===== src/hw/video_pkg.sv =====
package video_pkg;

	localparam int H_ACTIVE = 32;                                 // visible pixels per line
	localparam int H_FRONT  = 2;
	localparam int H_SYNC   = 4;                                  // hsync low width
	localparam int H_BACK   = 2;
	localparam int H_TOTAL  = H_ACTIVE + H_FRONT + H_SYNC + H_BACK; // 40 clocks per line

	localparam int V_ACTIVE = 24;                                 // visible lines
	localparam int V_FRONT  = 1;
	localparam int V_SYNC   = 2;                                  // vsync low width in lines
	localparam int V_BACK   = 1;
	localparam int V_TOTAL  = V_ACTIVE + V_FRONT + V_SYNC + V_BACK; // 28 lines per frame

	localparam int PIXEL_LATENCY = 2;                             // count -> rgb and syncs

	localparam int SPRITE_SLOTS = 4;
	localparam int SPRITE_SIZE  = 8;                              // 8x8 image
	localparam int MEM_DEPTH    = 256;                            // 4 images x 64 words

	typedef logic [8:0] color_t;                                  // rrr ggg bbb
	typedef logic [5:0] hpos_t;
	typedef logic [4:0] vpos_t;
	typedef logic [4:0] reg_num_t;
	typedef logic [7:0] mem_addr_t;

	localparam hpos_t H_LAST       = hpos_t'(H_TOTAL - 1);        // wrap point
	localparam hpos_t H_SYNC_START = hpos_t'(H_ACTIVE + H_FRONT); // 34
	localparam hpos_t H_SYNC_END   = hpos_t'(H_ACTIVE + H_FRONT + H_SYNC); // 38, exclusive
	localparam vpos_t V_LAST       = vpos_t'(V_TOTAL - 1);
	localparam vpos_t V_SYNC_START = vpos_t'(V_ACTIVE + V_FRONT); // 25
	localparam vpos_t V_SYNC_END   = vpos_t'(V_ACTIVE + V_FRONT + V_SYNC); // 27, exclusive

	localparam reg_num_t REG_BG = '0;                             // background colour register

	typedef enum logic [1:0] {
		OP_WBR  = 2'd0,                                           // write register
		OP_WSM  = 2'd1,                                           // write sprite memory
		OP_NOP2 = 2'd2,
		OP_NOP3 = 2'd3
	} opcode_e;

	typedef enum logic [1:0] {
		IDLE,
		WAIT_BLANK,                                               // hold until screen blanks
		WRITE,
		DONE
	} ctrl_state_e;

	// msb first so data_b[13:0] maps straight onto it
	typedef struct packed {
		logic       enable;                                       // bit 13
		logic [1:0] image;                                        // bits 12:11, 64-word block
		vpos_t      y;                                            // bits 10:6
		hpos_t      x;                                            // bits 5:0
	} sprite_t;

	typedef struct packed {
		opcode_e     opcode;
		reg_num_t    reg_num;                                     // only meaningful for OP_WBR
		mem_addr_t   mem_addr;                                    // only meaningful for OP_WSM
		logic [31:0] payload;                                     // raw data_b
	} instr_t;

endpackage


===== src/hw/instruction_decoder.sv =====
module instruction_decoder import video_pkg::*; (
	input  logic        clk,
	input  logic        rst_n,
	input  logic        instr_valid,                 // one-cycle host strobe
	input  logic [31:0] data_a,
	input  logic [31:0] data_b,
	input  logic        instr_done,                  // from control unit
	output instr_t      instr,
	output logic        pending
);

	logic capture;

	assign capture = instr_valid && !pending;        // strobes while busy are dropped

	always_ff @(posedge clk) begin
		if (!rst_n) begin
			pending <= 1'b0;
		end else if (capture) begin
			pending <= 1'b1;                         // seen by control next cycle
		end else if (instr_done) begin
			pending <= 1'b0;
		end
	end

	// field slicing, reg_num and mem_addr overlap in data_a
	always_ff @(posedge clk) begin
		if (capture) begin
			instr.opcode   <= opcode_e'(data_a[1:0]);
			instr.reg_num  <= data_a[6:2];           // wbr target
			instr.mem_addr <= data_a[9:2];           // wsm word address
			instr.payload  <= data_b;                // colour or sprite record
		end
	end

	// host must wait for done before the next word pair
	a_no_strobe_while_pending: assert property (
		@(posedge clk) disable iff (!rst_n)
		pending |-> !instr_valid
	) else $error("instruction strobe dropped, previous instruction still pending");

endmodule


===== src/hw/control_unit.sv =====
module control_unit import video_pkg::*; (
	input  logic   clk,
	input  logic   rst_n,
	input  instr_t instr,
	input  logic   pending,                     // decoder holds an instruction
	input  logic   printing_screen,             // raster in visible lines
	output logic   reg_wr,
	output logic   mem_wr,
	output logic   done
);

	ctrl_state_e state;
	ctrl_state_e state_next;
	logic        write_slot;

	// the write goes out only while the raster is in blanking
	assign write_slot = (state == WRITE) && !printing_screen;
	assign reg_wr     = write_slot && (instr.opcode == OP_WBR);
	assign mem_wr     = write_slot && (instr.opcode == OP_WSM); // nops strobe nothing
	assign done       = (state == DONE);

	always_ff @(posedge clk) begin
		if (!rst_n) begin
			state <= IDLE;
		end else begin
			state <= state_next;
		end
	end

	always_comb begin
		state_next = state;
		case (state)
			IDLE: begin
				if (pending) begin
					state_next = printing_screen ? WAIT_BLANK : WRITE; // no wait in blanking
				end
			end
			WAIT_BLANK: begin
				if (!printing_screen) begin
					state_next = WRITE;                  // blanking lasts several lines
				end
			end
			WRITE: begin
				state_next = printing_screen ? WAIT_BLANK : DONE; // frame wrapped, retry
			end
			DONE: begin
				state_next = IDLE;                       // pending drops on this edge
			end
			default: begin
				state_next = IDLE;
			end
		endcase
	end

	a_single_write: assert property (
		@(posedge clk) disable iff (!rst_n)
		!(reg_wr && mem_wr)
	);

	// decoder keeps the instruction pending and unchanged until done
	a_instr_held: assert property (
		@(posedge clk) disable iff (!rst_n)
		(state != IDLE) |-> pending && $stable(instr)
	);

endmodule


===== src/hw/sprite_register_file.sv =====
module sprite_register_file import video_pkg::*; (
	input  logic                       clk,
	input  logic                       rst_n,
	input  logic                       reg_wr,
	input  reg_num_t                   reg_num,
	input  logic [31:0]                payload,
	output color_t                     bg_color,
	output sprite_t [SPRITE_SLOTS-1:0] sprites   // all slots read in parallel
);

	// register 0 is the background, 1..4 map to slots 0..3
	always_ff @(posedge clk) begin
		if (!rst_n) begin
			bg_color <= '0;
			sprites  <= '0;                                  // every slot disabled
		end else if (reg_wr) begin
			if (reg_num == REG_BG) begin
				bg_color <= payload[8:0];
			end
			for (int i = 0; i < SPRITE_SLOTS; i++) begin
				if (reg_num == reg_num_t'(i + 1)) begin
					sprites[i] <= sprite_t'(payload[13:0]);  // x, y, image, enable
				end
			end
		end                                                  // reg_num > 4 falls through
	end

endmodule


===== src/hw/sprite_memory.sv =====
module sprite_memory import video_pkg::*; (
	input  logic      clk,
	input  logic      mem_wr,                   // control unit owns the port
	input  mem_addr_t wr_addr,
	input  mem_addr_t rd_addr,                  // print engine fetch address
	input  color_t    wr_data,
	output color_t    rd_data                   // valid one cycle after rd_addr
);

	color_t    mem [MEM_DEPTH];                 // 4 images, 64 words each
	mem_addr_t port_addr;

	// single port, writer wins while mem_wr is high
	assign port_addr = mem_wr ? wr_addr : rd_addr;

	always_ff @(posedge clk) begin
		if (mem_wr) begin
			mem[port_addr] <= wr_data;
		end else begin
			rd_data <= mem[port_addr];          // rd_data holds during writes
		end
	end

endmodule


===== src/hw/raster_sync.sv =====
module raster_sync import video_pkg::*; (
	input  logic  clk,
	input  logic  rst_n,
	output hpos_t h_count,
	output vpos_t v_count,
	output logic  active,                       // inside 32x24 window
	output logic  hsync_raw,                    // active low
	output logic  vsync_raw,                    // active low
	output logic  printing_raw                  // visible lines
);

	hpos_t h_next;
	vpos_t v_next;

	always_comb begin
		h_next = h_count + 1'b1;
		v_next = v_count;
		if (h_count == H_LAST) begin
			h_next = '0;                                       // end of line
			v_next = (v_count == V_LAST) ? '0 : v_count + 1'b1;
		end
	end

	// flags registered together with the count they describe
	always_ff @(posedge clk) begin
		if (!rst_n) begin
			h_count      <= '0;
			v_count      <= '0;
			active       <= 1'b1;                             // decode of (0,0)
			hsync_raw    <= 1'b1;
			vsync_raw    <= 1'b1;
			printing_raw <= 1'b1;
		end else begin
			h_count      <= h_next;
			v_count      <= v_next;
			active       <= (h_next < hpos_t'(H_ACTIVE)) && (v_next < vpos_t'(V_ACTIVE));
			hsync_raw    <= !((h_next >= H_SYNC_START) && (h_next < H_SYNC_END));
			vsync_raw    <= !((v_next >= V_SYNC_START) && (v_next < V_SYNC_END));
			printing_raw <= (v_next < vpos_t'(V_ACTIVE));
		end
	end

endmodule


===== src/hw/print_engine.sv =====
module print_engine import video_pkg::*; (
	input  logic                       clk,
	input  logic                       rst_n,
	input  hpos_t                      h_count,
	input  vpos_t                      v_count,
	input  logic                       active,
	input  logic                       hsync_raw,
	input  logic                       vsync_raw,
	input  logic                       printing_raw,
	input  sprite_t [SPRITE_SLOTS-1:0] sprites,
	input  color_t                     bg_color,
	output mem_addr_t                  mem_rd_addr,
	input  color_t                     mem_rd_data,    // arrives with stage 2
	output logic [2:0]                 r,
	output logic [2:0]                 g,
	output logic [2:0]                 b,
	output logic                       hsync,
	output logic                       vsync,
	output logic                       printing_screen
);

	logic [6:0]              dx [SPRITE_SLOTS];      // one extra bit keeps negatives apart
	logic [5:0]              dy [SPRITE_SLOTS];
	logic [SPRITE_SLOTS-1:0] in_box;
	logic                    hit;
	logic                    hit_q;
	logic                    active_q;
	logic                    hsync_q;
	logic                    vsync_q;
	logic                    printing_q;
	color_t                  bg_q;
	color_t                  pixel;

	// per-slot offsets from the sprite origin
	always_comb begin
		for (int i = 0; i < SPRITE_SLOTS; i++) begin
			dx[i]     = {1'b0, h_count} - {1'b0, sprites[i].x};
			dy[i]     = {1'b0, v_count} - {1'b0, sprites[i].y};
			in_box[i] = sprites[i].enable && (dx[i] < 7'(SPRITE_SIZE))
				&& (dy[i] < 6'(SPRITE_SIZE));
		end
	end

	// highest slot first so the lowest hit is the last assignment
	always_comb begin
		hit         = 1'b0;
		mem_rd_addr = '0;
		for (int i = SPRITE_SLOTS - 1; i >= 0; i--) begin
			if (in_box[i]) begin
				hit         = 1'b1;
				mem_rd_addr = {sprites[i].image, dy[i][2:0], dx[i][2:0]}; // image*64 + row*8 + col
			end
		end
	end

	// stage 1, the memory's read register holds the fetch address
	always_ff @(posedge clk) begin
		if (!rst_n) begin
			hit_q      <= 1'b0;
			active_q   <= 1'b0;
			hsync_q    <= 1'b1;
			vsync_q    <= 1'b1;
			printing_q <= 1'b0;
		end else begin
			hit_q      <= hit;
			active_q   <= active;
			hsync_q    <= hsync_raw;
			vsync_q    <= vsync_raw;
			printing_q <= printing_raw;
		end
	end

	always_ff @(posedge clk) begin
		bg_q <= bg_color;                              // same pixel as hit_q
	end

	assign pixel = !active_q ? '0 : (hit_q ? mem_rd_data : bg_q); // blank outside window

	// stage 2
	always_ff @(posedge clk) begin
		if (!rst_n) begin
			{r, g, b}       <= '0;
			hsync           <= 1'b1;
			vsync           <= 1'b1;
			printing_screen <= 1'b0;
		end else begin
			{r, g, b}       <= pixel;
			hsync           <= hsync_q;
			vsync           <= vsync_q;
			printing_screen <= printing_q;
		end
	end

endmodule


===== src/hw/video_processor.sv =====
module video_processor import video_pkg::*; (
	input  logic        clk,
	input  logic        rst_n,
	input  logic        instr_valid,
	input  logic [31:0] data_a,
	input  logic [31:0] data_b,
	output logic [2:0]  r,
	output logic [2:0]  g,
	output logic [2:0]  b,
	output logic        hsync,
	output logic        vsync,
	output logic        printing_screen,
	output logic        done
);

	instr_t                     instr;
	logic                       pending;
	logic                       reg_wr;
	logic                       mem_wr;
	color_t                     bg_color;
	sprite_t [SPRITE_SLOTS-1:0] sprites;
	mem_addr_t                  mem_rd_addr;
	color_t                     mem_rd_data;
	hpos_t                      h_count;
	vpos_t                      v_count;
	logic                       active;
	logic                       hsync_raw;
	logic                       vsync_raw;
	logic                       printing_raw;  // undelayed, gates the writes

	instruction_decoder u_decoder (
		.clk         (clk),
		.rst_n       (rst_n),
		.instr_valid (instr_valid),
		.data_a      (data_a),
		.data_b      (data_b),
		.instr_done  (done),
		.instr       (instr),
		.pending     (pending)
	);

	control_unit u_control (
		.clk             (clk),
		.rst_n           (rst_n),
		.instr           (instr),
		.pending         (pending),
		.printing_screen (printing_raw),   // aligned with the live count
		.reg_wr          (reg_wr),
		.mem_wr          (mem_wr),
		.done            (done)
	);

	sprite_register_file u_regs (
		.clk      (clk),
		.rst_n    (rst_n),
		.reg_wr   (reg_wr),
		.reg_num  (instr.reg_num),
		.payload  (instr.payload),
		.bg_color (bg_color),
		.sprites  (sprites)
	);

	sprite_memory u_mem (
		.clk     (clk),
		.mem_wr  (mem_wr),
		.wr_addr (instr.mem_addr),
		.rd_addr (mem_rd_addr),
		.wr_data (instr.payload[8:0]),    // colour word
		.rd_data (mem_rd_data)
	);

	raster_sync u_raster (
		.clk          (clk),
		.rst_n        (rst_n),
		.h_count      (h_count),
		.v_count      (v_count),
		.active       (active),
		.hsync_raw    (hsync_raw),
		.vsync_raw    (vsync_raw),
		.printing_raw (printing_raw)
	);

	print_engine u_print (
		.clk             (clk),
		.rst_n           (rst_n),
		.h_count         (h_count),
		.v_count         (v_count),
		.active          (active),
		.hsync_raw       (hsync_raw),
		.vsync_raw       (vsync_raw),
		.printing_raw    (printing_raw),
		.sprites         (sprites),
		.bg_color        (bg_color),
		.mem_rd_addr     (mem_rd_addr),
		.mem_rd_data     (mem_rd_data),
		.r               (r),
		.g               (g),
		.b               (b),
		.hsync           (hsync),
		.vsync           (vsync),
		.printing_screen (printing_screen)
	);

endmodule


===== config.mk =====
export PLATFORM = sky130hd
export DESIGN_NAME = video_processor
export DESIGN_NICKNAME = d
export VERILOG_FILES = /design/src/hw/video_pkg.sv /design/src/hw/instruction_decoder.sv /design/src/hw/control_unit.sv /design/src/hw/sprite_register_file.sv /design/src/hw/sprite_memory.sv /design/src/hw/raster_sync.sv /design/src/hw/print_engine.sv /design/src/hw/video_processor.sv
export SDC_FILE = /design/constraint.sdc
export NUM_CORES = 2
export LEC_CHECK = 0
export BUFFER_PORTS_ARGS = -buffer_cell sky130_fd_sc_hd__buf_2
export CAP_MARGIN = 15
export CELL_PAD_IN_SITES_DETAIL_PLACEMENT = 0
export CELL_PAD_IN_SITES_GLOBAL_PLACEMENT = 1
export CORE_MARGIN = 4
export CORE_UTILIZATION = 30
export CTS_CLUSTER_DIAMETER = 60
export DETAILED_ROUTE_END_ITERATION = 8
export HOLD_SLACK_MARGIN = 0.02
export PLACE_DENSITY = 0.53
export RECOVER_POWER = 100
export SYNTH_ARGS = -nofsm -noshare
export SYNTH_HDL_FRONTEND = slang
export SYNTH_SLANG_ARGS = --single-unit

===== constraint.sdc =====
create_clock -name clk -period 6.7 [get_ports clk]
set_input_delay 0.67 -clock clk [delete_from_list [all_inputs] [get_ports clk]]
set_output_delay 0.67 -clock clk [all_outputs]
set_load 0.05 [all_outputs]

==> metrics <==
basic-gate share of the synthesized area counting and, or, nand and nor cells=roughly 16%; area inside the core boundary=roughly 330,000 um^2; via count of the first global-routing pass=between 60k and 70k; sum of routed wire length over all layers=~390,000 um; Final Setup Violations=0; Syn-to-layout area delta=18.27%; leakage power figure=40.33 nW; main flop type after synthesis=sky130_fd_sc_hd__edfxtp_1; setup repair after global routing missed its margin=false; Startpoint Class=register; signal arrival time at the worst endpoint=7150 ps; width of the chip=~580 um; DRT iter0 DRCs=roughly 8.8k; area occupied by multi-input gates=~25,000 um^2; cell types with the highest counts after synthesis=sky130_fd_sc_hd__edfxtp_1 (2,337), sky130_fd_sc_hd__nand2_1 (2,059), sky130_fd_sc_hd__nand3_1 (785); first-pass GRT wire length=between 500,000 and 600,000 um; number of CTS-inserted buffers=between 200 and 300; # IOs=80; warning count from the yosys run=0; Initial Util=approximately 30%; clock-pin slew reported for the worst setup and hold paths after clock tree synthesis=around 70 ps; count leader, synth=sky130_fd_sc_hd__edfxtp_1; worst setup skew after layout=a little under 70 ps; number of H-tree levels=5; flop and latch count out of synthesis=~2.4k; number of fillers in the final layout=32.12k; Die Height=584.9 um; clk root buf=sky130_fd_sc_hd__clkbuf_16; Syn Std Cell Area=around 100,000 um^2; power per unit of standard cell area=between 200 and 300 nW/um^2; global-route congestion overflow total=0; Post-Syn Instances=approximately 7.7k; Synth Area per Inst=12.99 um^2; Period minus WS final=around 6500 ps; EDFF count, synth=roughly 2.3k; Pins Over Slew Limit=approximately 2.4k; Highest Clock Rate=154.3 MHz; Clock Latency Late Sink=slightly above 900 ps; drt wl/cell=just over 30 um; main combinational cell family by area after synthesis=simple AND/OR/NAND/NOR gates; Clock Sink Count=approximately 2.4k; post-DR vias/cell=5.343; fin nets=8,326; data required time of the critical path=between 7000 and 8000 ps; dominant cell type by area after synthesis=sky130_fd_sc_hd__edfxtp_1; number of nets produced by synthesis=slightly below 8k; type of the worst min-delay path=input port to register; Global Route Usage Sum=22.21%; adder and majority cell fraction of the synthesized area=0.7369%; area occupied by registers=72,360 um^2; post-route antenna net violation count=0; routability congestion estimate from global placement=~0.89; Final Hold Vio Count=0; maximum vdd drop=about 0.19 mV; share of the core filled with cells in the final layout=a little over a third; drt first pass iters=8; FP Rows=211; DRC violation count after routing=0; fraction of layout instances using a drive strength above 1=between 10% and 20%; async set-or-reset flop fraction in the synthesized netlist=0%; count of vias placed by the detailed router=68.45k; complex-gate fraction of the synthesized area=5.128%; r2r setup slk=220 ps; result of the run=finished with violations; fraction of synthesized area in multiplexers=between 2 and 2.5%; critical path endpoint category=register; transition time at the pin with the least slew margin=about 4600 ps; distinct cell type count of the synthesized netlist=99; largest net degree at the start of global routing=~180; Max Cap Viol=34; xor/xnor cell area share of the yosys netlist=0.1404%; post-route setup TNS=0 ps; biggest area contributors in the synthesized netlist=sky130_fd_sc_hd__edfxtp_1 (70%), sky130_fd_sc_hd__nand2_1 (7.7%), sky130_fd_sc_hd__nand3_1 (3.9%), sky130_fd_sc_hd__mux2i_1 (2.4%), sky130_fd_sc_hd__dfxtp_1 (2.2%); critical path fanouts, max=11; detailed-placement wirelength estimate=252,800 um; critical path class=register to register; max-slew headroom at the worst pin=-205.2%; share of synthesized area occupied by flip-flops and latches=72.48%; CTS tree=yes; period utilisation layout=a little over nine tenths; initial antenna violation count=32; Max Buffers Root-to-Sink=4; area share of the largest cell type after synthesis=70.29%; violations in the final reports=capacitance limit, slew limit; count of buffers inserted at the top-level ports=39; die footprint=between 300,000 and 400,000 um^2
## repair_timing
action                                 CTS  global route
setup endpoints to repair                0             4
hold buffers                            25             0
resized for setup                        0             4
endpoints found under the hold margin   25             0
setup buffers                            0             0
## registers in the layout (all words and copies together), names as in the netlist, 2 cells and up
signal            cells
u_mem.mem          2304
u_raster.h_count      6
u_control.state       2
u_print.r             3
u_regs.sprites       56
u_regs.bg_color       9
u_print.b             3
u_mem.rd_data         9
u_decoder.instr      24
u_print.bg_q          9
u_raster.v_count      5
u_print.g             3
## per-stage QoR
step | hold slack (ps) | area (um^2) | total power (W) | worst slack [ps] | std cells
global route | 250.3 | 118100 | 0.03410 | 28.26 | 12800
floorplan | 330.1 | 99840 | 0.01729 | 1841 | 7683
finish | 258.6 | 118100 | 0.03318 | 218.7 | 12810
global placement | 335.4 | 109000 | 0.01747 | 101.8 | 12240
CTS | 193.1 | 118900 | 0.03343 | 158.7 | 12790
detailed placement | 341.6 | 109100 | 0.01748 | 152.7 | 12250
## path summary, 6_finish.rpt
path                                     startpoint               end  cells past startpoint
worst min register to register   u_regs.bg_color[2]   u_print.bg_q[2]                      0
worst min-delay path                          rst_n     u_print.vsync                      3
worst max-delay path            u_raster.v_count[0]  u_mem.rd_data[1]                     19
worst max register to register  u_raster.v_count[0]  u_mem.rd_data[1]                     19
## cell families (layout without fill, tap and decap cells)
kind of cell             count (synthesis)  in the layout
AO/OA/AOI/OAI                          677            677
XOR/XNOR                                16             16
adder cells (fa/ha/maj)                 54             54
buffers and inverters                  565           1313
flip-flops                            2446           2446
multiplexers                           246            246
other                                    0             15
AND/OR/NAND/NOR                       3679           3679
## power by group
| group | internal, W | switching, W | total (W) | leakage, nW |
|---|---|---|---|---|
| clock network | 0.00930 | 0.00668 | 0.0160 | 4.63 |
| logic | 0.0000525 | 0.000336 | 0.000389 | 13.8 |
| registers | 0.0168 | 0.0000153 | 0.0168 | 21.9 |
| total | 0.0261 | 0.00704 | 0.0332 | 40.3 |
## routing by layer
| metal | GRT usage [%] | share of wire, % | up-vias |
|---|---|---|---|
| li1 | - | - | 29470 |
| met4 | 8.446 | 4.3 | 12 |
| met2 | 34.81 | 45 | 2975 |
| met3 | 3.667 | 7.4 | 652 |
| met5 | 0 | 0.019 | - |
| met1 | 30.91 | 43 | 35350 |
## layout make-up
class                   instances  share of cell area, %
diodes                         15                0.03179
clock buffers                 361                  6.611
clock inverters               162                  1.487
inverters                      66                 0.2098
multi-input cells            4672                  21.01
flip-flops and latches       2446                  61.28
well taps                    4366                  4.626
repair buffers                724                  4.743
## critical path, stage by stage, from the launching register on
cell                        delay [ps]
sky130_fd_sc_hd__dfxtp_1           360
sky130_fd_sc_hd__inv_1             200
sky130_fd_sc_hd__ha_1              210
sky130_fd_sc_hd__inv_1              60
sky130_fd_sc_hd__fa_1              400
sky130_fd_sc_hd__a21oi_1           280
sky130_fd_sc_hd__nand2b_1           90
sky130_fd_sc_hd__and4_1            200
sky130_fd_sc_hd__o32ai_1           250
sky130_fd_sc_hd__buf_4             240
sky130_fd_sc_hd__o211ai_1          200
sky130_fd_sc_hd__a211o_1           520
sky130_fd_sc_hd__and2_4            290
sky130_fd_sc_hd__nor2_2            990
sky130_fd_sc_hd__buf_4             420
sky130_fd_sc_hd__nand3_1           110
sky130_fd_sc_hd__nand4_1           210
sky130_fd_sc_hd__and4_1            370
sky130_fd_sc_hd__o2111ai_1         230
sky130_fd_sc_hd__or4_1             580
## placed cells by master (no fill, tap or decap), types with 18 or more instances in the layout
master                          instances
sky130_fd_sc_hd__edfxtp_1            2337
sky130_fd_sc_hd__nor3_1                44
sky130_fd_sc_hd__o211ai_1              19
sky130_fd_sc_hd__and3_1               195
sky130_fd_sc_hd__a32oi_1               37
sky130_fd_sc_hd__nand2_1             2053
sky130_fd_sc_hd__ha_1                  46
sky130_fd_sc_hd__clkbuf_1             232
sky130_fd_sc_hd__mux2i_1              241
sky130_fd_sc_hd__nand3_1              785
sky130_fd_sc_hd__o21ai_0               63
sky130_fd_sc_hd__inv_1                 66
sky130_fd_sc_hd__buf_2                 27
sky130_fd_sc_hd__nor2b_1               71
sky130_fd_sc_hd__a211oi_1              18
sky130_fd_sc_hd__a311oi_1             139
sky130_fd_sc_hd__dfxtp_1              109
sky130_fd_sc_hd__nand4_1               84
sky130_fd_sc_hd__dlygate4sd3_1         25
sky130_fd_sc_hd__a31oi_1              105
sky130_fd_sc_hd__clkbuf_2              40
sky130_fd_sc_hd__nor2_1               312
sky130_fd_sc_hd__clkinv_1              53
sky130_fd_sc_hd__buf_4                378
sky130_fd_sc_hd__clkbuf_16            300
sky130_fd_sc_hd__clkinv_2              32
sky130_fd_sc_hd__bufinv_16             24
sky130_fd_sc_hd__buf_12                75
sky130_fd_sc_hd__a21oi_1               90
(Power assumes the default switching activity.)
